--- src/source/issue_pkg.sv ---
`default_nettype none

package issue_pkg;

  ////////////////////////////////////////////////////////////
  // instruction word layout

  localparam int INST_WIDTH = 32;
  localparam int OPCODE_MSB = 31;
  localparam int OPCODE_LSB = 26;
  localparam int RS_MSB = 25;
  localparam int RS_LSB = 21;
  localparam int RT_MSB = 20;
  localparam int RT_LSB = 16;
  localparam int RD_MSB = 15;
  localparam int RD_LSB = 11;

  localparam int NUM_REGS = 32;
  localparam int PROG_DEPTH = 256;
  localparam int ID_WIDTH = 6;     // ids wrap modulo 64.

  typedef logic [INST_WIDTH-1:0] inst_t;
  typedef logic [OPCODE_MSB-OPCODE_LSB:0] opcode_t;
  typedef logic [$clog2(NUM_REGS)-1:0] reg_idx_t;
  typedef logic [2:0] reg_use_t;
  typedef logic [$clog2(PROG_DEPTH)-1:0] addr_t;
  typedef logic [ID_WIDTH-1:0] id_t;
  typedef logic [1:0] slot_mask_t;   // bit n set, slot n may issue.

  typedef enum logic [1:0] {
    pipe_none,
    pipe_branch,
    pipe_memory
  } pipe_t;

  // bit positions in reg_use_t.
  localparam int USE_RS0 = 0;
  localparam int USE_RS1 = 1;
  localparam int USE_RD = 2;

  ////////////////////////////////////////////////////////////
  // opcodes, top two bits give the class

  localparam logic [1:0] CLASS_REG = 2'b00;
  localparam logic [1:0] CLASS_IMM = 2'b01;
  localparam logic [1:0] CLASS_MEM = 2'b10;
  localparam logic [1:0] CLASS_JUMP = 2'b11;

  localparam opcode_t OP_NOP = 6'b000000;
  localparam opcode_t OP_CMP = 6'b001110;
  localparam opcode_t OP_TEST = 6'b001111;
  localparam opcode_t OP_CMPI = 6'b011110;
  localparam opcode_t OP_TESTI = 6'b011111;
  localparam opcode_t OP_LW = 6'b100000;
  localparam opcode_t OP_SW = 6'b100001;
  localparam opcode_t OP_LA = 6'b100010;
  localparam opcode_t OP_SA = 6'b100011;
  localparam opcode_t OP_JR = 6'b111111;

endpackage

`default_nettype wire

--- src/source/issue_latch.sv ---
`default_nettype none

module issue_latch import issue_pkg::*; (
  input  logic     clk,
  input  logic     reset,
  input  logic     flush,
  input  inst_t    issue0,
  input  inst_t    issue1,
  input  addr_t    issue0_pc,
  input  addr_t    issue1_pc,
  input  id_t      issue0_id,
  input  id_t      issue1_id,
  output inst_t    ex0_instruction,
  output inst_t    ex1_instruction,
  output addr_t    ex0_pc,
  output addr_t    ex1_pc,
  output id_t      ex0_id,
  output id_t      ex1_id,
  output logic     prev_load,
  output reg_idx_t prev_rt
);

  always_ff @(posedge clk) begin
    if (reset || flush) begin
      ex0_instruction <= '0;
      ex1_instruction <= '0;
      ex0_pc <= '0;
      ex1_pc <= '0;
      ex0_id <= '0;
      ex1_id <= '0;
    end else begin
      ex0_instruction <= issue0;
      ex1_instruction <= issue1;
      ex0_pc <= issue0_pc;
      ex1_pc <= issue1_pc;
      ex0_id <= issue0_id;
      ex1_id <= issue1_id;
    end
  end

  // loads only ever sit in slot 1.
  assign prev_load = (ex1_instruction[OPCODE_MSB:OPCODE_LSB] == OP_LW);
  assign prev_rt = ex1_instruction[RT_MSB:RT_LSB];

endmodule

`default_nettype wire

--- config.mk ---
export PLATFORM = sky130hd
export DESIGN_NAME = issue_latch
export DESIGN_NICKNAME = d
export VERILOG_FILES = /design/src/source/issue_pkg.sv /design/src/source/issue_latch.sv
export SDC_FILE = /design/constraint.sdc
export NUM_CORES = 1
export LEC_CHECK = 0
export BUFFER_PORTS_ARGS = -buffer_cell sky130_fd_sc_hd__buf_2
export CORE_MARGIN = 2
export CORE_UTILIZATION = 30
export DETAILED_ROUTE_END_ITERATION = 7
export MAX_ROUTING_LAYER = met4
export PLACE_DENSITY_LB_ADDON = 0.12
export REMOVE_ABC_BUFFERS = 1
export SYNTH_ARGS = -nofsm -noshare
export SYNTH_HDL_FRONTEND = slang
export SYNTH_SLANG_ARGS = --single-unit
--- constraint.sdc ---
create_clock -name clk -period 2.32 [get_ports clk]
set_input_delay 0.232 -clock clk [delete_from_list [all_inputs] [get_ports clk]]
set_output_delay 0.232 -clock clk [all_outputs]
set_load 0.02 [all_outputs]
# Word level (Yosys, flattened, before mapping)
# Index checks and enable logic that the tools add are counted.
# word_totals
reg_bits	92
in_bits	95
out_inout_bits	98
wordCells	8
# classes
eq_ne	1
reduce_logical	1
# op_table
cell	n
$eq A6 B6 Y1 const B	1
$logic_or A1 B1 Y1	1

# Longest topological paths before layout
# Gate-level depths: netlist of the first run.
# depth
ltp_word	1
mapped_depth	4
depth_no_buf	2

# Least setup slack after synthesis of the first run
# No wires, ideal clock.
# synth_timing
kind	register -> output
from	register ex1_instruction[30]
to	output port prev_load
t_arrival_ns	1.189
required_ns	2.088
slack_ns	0.899
stages_incl_launch_ff	3
path_buffers	0
cell_sequence	dfxtp_1 -> or4b_1 -> nor3_2
# synth_between
elab_chain_cells	1
# synth_rtl
item	line_no	rtl
start, declared	issue_latch.sv:14	output inst_t ex1_instruction,
start signal, assigned	issue_latch.sv:33	ex1_instruction <= issue1;
$eq A6 B6 Y1	issue_latch.sv:42	assign prev_load = (ex1_instruction[OPCODE_MSB:OPCODE_LSB] == OP_LW);
end, declared	issue_latch.sv:19	output logic prev_load,
# No other way between the ends.

# Worst setup path after layout of the first run
# Same ends and word-level chain as after synthesis.

==> results.md, run 1 <==
* Syn Std Cell Area at 2530 sq um
* Slew Viols, Final at 0
* Die X at 95.8 um
* Total CTS buffers at 9
* Status: finished, final reports clean
* CP max stage delay at 0.54 ns
* Synthesis Warnings at 0
* Final instance area at 3760 sq um
* H-tree levels at 3
* Synthesized flop and latch total at 92
* Antenna Nets Post-Route at 0
* HPWL Detailed at 4130 um
* Crit start category: register
* FMAX at 577 MHz
* Max Fanout on Critical Path at 2
* Layout cells sized above 1 at 0.530
* Largest family of logic cells by synthesized area: simple AND/OR/NAND/NOR gates
* Core Rows at 33
* Setup TNS at 0 ns
* Worst hold margin at 0.0863 ns
* Post-place instance area at 3550 sq um
* Initial Utilization at 0.309
* Antenna violations before repair at 0
* Post-synthesis sequential area ratio at 0.729
* Leakage at 2.02 nW
* Gp weighted congestion at 0.682
* DR iter-0 viols at 24
* Hold_buf cts at 0
* Mux cell area share after synthesis at 0
* Worst Hold Launch: issue0[2]
* Worst-Margin Slew at 0.672 ns
* # IOs at 193
* Most frequent cells in the layout: buf_2, and2_1, dfxtp_1
* PortBufs at 192
* Required @ worst endpoint at 2.09 ns
* Syn Area/Cell at 12.5 sq um
* Max_slew headroom at 0.552
* Antenna diode count at 0
* Design Power at 3.04 mW
* Clk buf depth at 2
* Core ar. at 8180 sq um
* Postcts setup bufs at 0
* Overall Global Routing Usage at 0.122
* CTS tree: done
* CTS root buffer: clkbuf_8
* Simple-gate share of the synthesized area at 0.237
* DRC errors left at 0
* Via density at 3.82
* Worst setup EP type: primary output
* Tmin final at 1.73 ns
* Final setup viols at 0
* Hold Crit Endpoint: ex0_instruction[2]
* Clock-pin slew on the worst setup and hold paths at 0.08 ns
* DRT Pass-1 Iters at 3
* RSZ-0062 raised after global routing: no
* Adder-Cell Fraction of Synth Area at 0
* Largest net degree at the start of global routing at 93
* Power Density at 808 nW/um^2
* Crit path buf inv count at 1
* Cell count after synthesis at 202
* Total placed cells including tap cells at 485
* Vias in the first global route at 1,731
* Area grow syn2layout at 48.8%
* Leading cell type in the layout, fill and taps excluded: buf_2
* Max-Cap Viols at 0
* Type of the most critical hold path: input port to register
* Grt total ovfl at 0
* Post-Synth XOR/XNOR Area at 0
* Final period util at 0.747
* Family with the most delay on the worst path: simple AND/OR/NAND/NOR gates
* Cell Chain, Critical Path: or4b_1 -> nor3_2 -> buf_2
* Final wirelength at 5610 um
* Synth Area in Compound Gates at 0
* Die height at 95.8 um
* Peak supply drop at 0.443 mV
* Distinct cell type count after synthesis at 9
* Layout Nets at 486
* Clock net sink count at 92
* Via count at 1,916
* WP data arrival at 1.50 ns
* Hold path depth at 2
* Final Hold Fails at 0
* WL per Instance at 11.2 um
* Slowest stage cell, crit path: or4b_1
* # resized after CTS at 0
* Die area at 9170 sq um
* Setup CP Type: register to primary output
* Non-Filler Instances at 501
* First-pass GRT wire length at 8150 um
## registers in the layout (all words and copies together) (netlist names)
register / cells
ex0_instruction: 32
ex1_pc: 8
ex0_pc: 8
ex1_instruction: 32
ex0_id: 6
ex1_id: 6
## per-stage QoR
stage | setup slack [ns] | util
6_report | 0.588 | 0.460
5_1_grt | 0.481 | 0.460
4_1_cts | 0.554 | 0.460
3_5_place_dp | 0.951 | 0.434
3_3_place_gp | 0.967 | 0.434
2_1_floorplan | -0.0339 | -
## routing by layer
layer	routed length (um)	GRT usage	up-vias	part of all wire
met3	690	0.0540	8	0.12
met4	104	0.0440	0	0.019
met2	2530	0.184	117	0.45
li1	-	-	977	-
met5	0	-	-	0
met1	2280	0.143	814	0.41
## how the worst max path moves through the flow
stage	cells past startpoint	startpoint	slack, ns	endpoint
after global routing	3	ex1_instruction[30]	0.48	prev_load
after detailed placement	3	ex1_instruction[30]	0.95	prev_load
after floorplan	2	reset	-0.03	ex0_id[0]
after global placement	3	ex1_instruction[30]	0.97	prev_load
final	3	ex1_instruction[30]	0.59	prev_load
after CTS	3	ex1_instruction[30]	0.55	prev_load
## area by class of cell
cell class | instances | area [sq um]
fill | 794 | 4410
sequential | 92 | 1840
timing repair buffer | 193 | 968
multi-input combinational | 95 | 607
clock buffer | 13 | 169
tap | 105 | 131
clock inverter | 3 | 43.8
## cell usage after synthesis, drive strengths merged
library cell | count | area share
nor3 | 1 | 0.0040
or4b | 1 | 0.0040
nor2 | 1 | 0.0015
dfxtp | 92 | 0.73
buf | 6 | 0.017
clkbuf | 9 | 0.017
and2 | 92 | 0.23
## cell families (layout without fill, tap and decap cells)
family        after synthesis  in the layout
flops                      92             92
buf+inv                    15            209
simple gates               95             95
## power by group
group / switching [mW] / internal (mW)
registers: 0.0155 / 1.64
clock network: 0.507 / 0.588
logic: 0.156 / 0.131
total: 0.679 / 2.36
Note: power is estimated with default switching activity, not from simulation.
==> run 2: changes to the inputs <==
==> constraint.sdc (replaced) <==
create_clock -name clk -period 1.8 [get_ports clk]
set_input_delay 0.18 -clock clk [delete_from_list [all_inputs] [get_ports clk]]
set_output_delay 0.18 -clock clk [all_outputs]
set_load 0.02 [all_outputs]
==> results.md, run 2 (synthesized netlist as in run 1, its figures left out) <==
* Clk buf depth at 2 (unchanged)
* PortBufs at 192 (unchanged)
* Cell Chain, Critical Path: or4b_1 -> nor3_2 -> buf_2
* Largest net degree at the start of global routing at 51 (-45%)
* Biggest regs: ex0_instruction: 32 flops, ex1_instruction: 32 flops
* CP startpoint: ex1_instruction[30]
* Postcts setup bufs at 0 (unchanged)
* Tmin final at 1.68 ns
* Max Fanout on Critical Path at 2 (unchanged)
* Via count at 1,940 (+1.3%)
* Final Hold Fails at 0 (unchanged)
* Clock-pin slew on the worst setup and hold paths at 0.10 ns (+0.02 ns)
* CTS root buffer: clkbuf_8
* Worst Hold Launch: issue1_id[4]
* Antenna violations before repair at 0 (unchanged)
* Antenna Nets Post-Route at 0 (unchanged)
* Max-Cap Viols at 0 (unchanged)
* Area grow syn2layout at 49.1%
* Max_slew headroom at 0.755 (+0.204)
* Type of the most critical hold path: input port to register
* Vias in the first global route at 1,658 (-4.2%)
* Power Density at 1030 nW/um^2 (+28%)
* Grt total ovfl at 0 (unchanged)
* Layout Nets at 488 (+0.41%)
* HPWL Detailed at 4190 um (+1.5%)
* DRT Pass-1 Iters at 2 (-1)
* Leakage at 2.01 nW (-0.42%)
* Slowest stage cell, crit path: or4b_1
* WP data arrival at 1.50 ns (about the same)
* Status: finished, final reports clean
* Via density at 3.86 (+0.85%)
* FMAX at 597 MHz
* Gp weighted congestion at 0.726 (+6.4%)
* Slew Viols, Final at 0 (unchanged)
* H-tree levels at 3 (unchanged)
* DRC errors left at 0 (unchanged)
* Initial Utilization at 0.309 (unchanged)
* Peak supply drop at 0.367 mV (-17%)
* Post-place instance area at 3560 sq um (+0.21%)
* Hold path depth at 2 (unchanged)
* Clock net sink count at 92 (unchanged)
* WL per Instance at 11.0 um (-1.6%)
* Final setup viols at 0 (unchanged)
* Antenna diode count at 0 (unchanged)
* Total CTS buffers at 9 (unchanged)
* Leading cell type in the layout, fill and taps excluded: buf_2
* Final instance area at 3770 sq um (+0.20%)
* Final core area utilization at 0.461 (+0.000918)
* Core Rows at 33 (unchanged)
* Hold Crit Endpoint: ex1_id[4]
* Final period util at 0.931
* Filler Cells Inserted at 813 (+2.4%)
* Crit start category: register
* Die X at 95.8 um (unchanged)
* Die area at 9170 sq um (unchanged)
* DR iter-0 viols at 15 (-38%)
* Overall Global Routing Usage at 0.119 (-0.00257)
* Most frequent cells in the layout: buf_2, and2_1, dfxtp_1
* RSZ-0062 raised after global routing: no
* CTS tree: done
* Worst-Margin Slew at 0.367 ns (-0.305 ns)
* Core ar. at 8180 sq um (unchanged)
* Layout cells sized above 1 at 0.530 (about the same)
* Required @ worst endpoint at 1.62 ns (-0.47 ns)
* # IOs at 193 (unchanged)
* Worst setup EP type: primary output
* CP max stage delay at 0.54 ns (about the same)
* First-pass GRT wire length at 7850 um (-3.7%)
* Die height at 95.8 um (unchanged)
* Setup CP Type: register to primary output
* Final wirelength at 5540 um (-1.2%)
## run 2: cell types whose count changed in the layout (fill, tap and decap cells not counted), sizes merged
cell / before / now
clkinv: 2 / 1
clkbuf: 13 / 11
buf: 193 / 194
clkinvlp: 0 / 3
dlygate4sd3: 0 / 1
## run 2: cell type report
class                   count  area (sq um)  area share
well taps                 105           131      0.0349
clock buffers              11           141      0.0375
flip-flops and latches     92          1840       0.489
repair buffers            195           986       0.262
clock inverters             5          61.3      0.0163
multi-input cells          95           607       0.161
## run 2: how the worst max path moves through the flow
stage                           end  depth (start not counted)  slack (ns)
after floorplan           ex0_id[0]                          2       -0.50
after global placement    prev_load                          3        0.50
after detailed placement  prev_load                          3        0.50
after CTS                 prev_load                          3         0.1
after global routing      prev_load                          3        0.06
final                     prev_load                          3        0.12
## run 2: per-layer routing
metal / vias up / track usage / wire length [um]
met5: - / - / 0
met4: 0 / 0.0679 / 112
met3: 10 / 0.0384 / 633
met2: 115 / 0.185 / 2630
met1: 835 / 0.135 / 2170
li1: 980 / - / -
## run 2: report_power, final
| group | switching, mW | internal, mW |
|---|---|---|
| clock network | 0.697 | 0.683 |
| registers | 0.0190 | 2.12 |
| logic | 0.202 | 0.171 |
## run 2: what timing repair did
action                    4_1_cts  5_1_grt
hold endpoints to repair        1        0
resized for setup               0        0
hold buffers                    1        0
## run 2: critical path: cells and delay by family (launching register included)
kind,cells,cell delay [ns]
buffers and inverters,1,0.18
DFF,1,0.31
and+or+nand+nor,2,0.66
## run 2: through the flow
step | instances | setup WS (ns) | TNS [ns] | power, mW | hold WS, ns
3_3_place_gp | 486 | 0.502 | 0 | 2.56 | 0.379
6_report | 503 | 0.124 | 0 | 3.89 | 0.0207
4_1_cts | 503 | 0.0960 | 0 | 3.95 | 0.00122
3_5_place_dp | 486 | 0.498 | 0 | 2.56 | 0.382
5_1_grt | 503 | 0.0568 | 0 | 4.07 | 0.00397
2_1_floorplan | 187 | -0.502 | -46.18 | 2.36 | 0.302
==> run 3: changes to the inputs <==
--- a/config.mk
+++ b/config.mk
@@ -6,10 +6,10 @@
 export NUM_CORES = 1
 export LEC_CHECK = 0
 export BUFFER_PORTS_ARGS = -buffer_cell sky130_fd_sc_hd__buf_2
-export CORE_MARGIN = 2
-export CORE_UTILIZATION = 30
+export CELL_PAD_IN_SITES_DETAIL_PLACEMENT = 1
+export CELL_PAD_IN_SITES_GLOBAL_PLACEMENT = 1
+export CORE_UTILIZATION = 28
 export DETAILED_ROUTE_END_ITERATION = 7
-export MAX_ROUTING_LAYER = met4
 export PLACE_DENSITY_LB_ADDON = 0.12
 export REMOVE_ABC_BUFFERS = 1
 export SYNTH_ARGS = -nofsm -noshare
==> results.md, run 3 (synthesized netlist as in run 1, its figures left out) <==
* Via count at 2,046 (+5.5%)
* Layout Nets at 499 (+2.3%)
* Total CTS buffers at 9 (unchanged)
* Clk buf depth at 2 (unchanged)
* Critical path depth in cells at 3 (unchanged)
* Final setup viols at 0 (unchanged)
* Hold Crit Endpoint: ex0_pc[4]
* Crit start category: register
* Leading cell type in the layout, fill and taps excluded: buf_2
* Die height at 97.0 um (+1.3%)
* Required @ worst endpoint at 1.62 ns (about the same)
* Peak supply drop at 0.337 mV (-8.1%)
* Final wirelength at 6170 um (+11%)
* Antenna diode count at 0 (unchanged)
* Core ar. at 8720 sq um (+6.7%)
* FMAX at 603 MHz (+1.1%)
* Type of the most critical hold path: input port to register
* Cell Chain, Critical Path: or4b_1 -> nor3_2 -> buf_2
* Grt total ovfl at 0 (unchanged)
* Final core area utilization at 0.445 (-0.0162)
* Family with the most delay on the worst path: simple AND/OR/NAND/NOR gates
* Initial Utilization at 0.290 (-0.0193)
* CP max stage delay at 0.53 ns (about the same)
* Biggest regs: ex0_instruction: 32 flops, ex1_instruction: 32 flops
* Antenna violations before repair at 0 (unchanged)
* Crit path buf inv count at 1 (unchanged)
* Max-Cap Viols at 0 (unchanged)
* Hold_buf cts at 10 (+9)
* Final Hold Fails at 0 (unchanged)
* PortBufs at 192 (unchanged)
* Worst setup EP type: primary output
* Die X at 97.0 um (+1.3%)
* Hold path depth at 2 (unchanged)
* # IOs at 193 (unchanged)
* Max_slew headroom at 0.717 (-0.0379)
* HPWL Detailed at 4600 um (+9.9%)
* Slowest stage cell, crit path: or4b_1
* Area grow syn2layout at 53.5%
* Most frequent cells in the layout: buf_2, and2_1, dfxtp_1
* Die area at 9410 sq um (+2.6%)
* Antenna Nets Post-Route at 0 (unchanged)
* Vias in the first global route at 2,132 (+29%)
* Largest net degree at the start of global routing at 46 (-9.8%)
* DR iter-0 viols at 7 (-8)
* Setup TNS at 0 ns (unchanged)
* Worst Hold Launch: issue0_pc[4]
* DRC errors left at 0 (unchanged)
* # resized after CTS at 0 (unchanged)
* Clock net sink count at 92 (unchanged)
* Final period util at 0.921 (-0.0101)
* Slew Viols, Final at 0 (unchanged)
* Tmin final at 1.66 ns (-0.0182 ns)
* First-pass GRT wire length at 10,000 um (+28%)
* H-tree levels at 3 (unchanged)
* Leakage at 2.07 nW (+2.8%)
* CTS tree: done
* DRT Pass-1 Iters at 4 (+2)
* Power Density at 973 nW/um^2 (-5.6%)
* Status: finished, final reports clean
* Via density at 3.96 (+2.6%)
* Post-route setup slack at 0.142 ns (+0.0182 ns)
* RSZ-0062 raised after global routing: no
* Gp weighted congestion at 0.688 (-5.2%)
* Max Fanout on Critical Path at 2 (unchanged)
* Postcts setup bufs at 0 (unchanged)
* CTS root buffer: clkbuf_8
* Worst-Margin Slew at 0.423 ns (+0.0558 ns)
* Pre-CTS setup slack at 0.516 ns (+0.0177 ns)
* Setup CP Type: register to primary output
* Clock-pin slew on the worst setup and hold paths at 0.10 ns (about the same)
* WL per Instance at 11.9 um (+8.2%)
* Overall Global Routing Usage at 0.137 (+0.0177)
* Layout cells sized above 1 at 0.518 (-0.0118)
* Core Rows at 34 (+3.0%)
* WP data arrival at 1.48 ns (-0.02 ns)
==> run 3: layer usage <==
metal  track usage  wire length [um]  part of all wire  up-vias
met5             0                 0                 0        -
met4        0.0517                46            0.0075        0
met3        0.0636               640              0.10        4
met2         0.233              3070              0.50      116
met1         0.147              2410              0.39      921
li1              -                 -                 -     1005
==> run 3: final cells by class <==
type / instances / area (sq um)
clock buffer: 9 / 124
clock inverter: 7 / 50.0
fill: 1045 / 4840
multi-input combinational: 95 / 607
sequential: 92 / 1840
tap: 108 / 135
timing repair buffer: 206 / 1120
==> run 3: power by group <==
| group | switching (mW) | total, mW | leakage, nW | internal (mW) |
|---|---|---|---|---|
| clock | 0.726 | 1.24 | 0.0942 | 0.512 |
| combinational | 0.209 | 0.402 | 1.22 | 0.193 |
| sequential | 0.0195 | 2.14 | 0.756 | 2.12 |
==> run 3: worst max-delay path by stage <==
stage | startpoint | endpoint | slack, ns
2_1_floorplan | reset | ex0_id[0] | -0.50
6_report | ex1_instruction[30] | prev_load | 0.14
3_3_place_gp | ex1_instruction[30] | prev_load | 0.51
5_1_grt | ex1_instruction[30] | prev_load | 0.06
4_1_cts | ex1_instruction[30] | prev_load | 0.11
3_5_place_dp | ex1_instruction[30] | prev_load | 0.52
==> run 3: stage by stage <==
step	instance area, sq um	power [mW]	instances	hold slack (ns)
after floorplan	2440	2.36	187	0.302
after global placement	3580	2.57	489	0.379
after detailed placement	3580	2.57	489	0.383
after CTS	3860	3.86	515	0.000117
after global routing	3880	3.98	517	0.000253
final	3880	3.78	517	0.0253
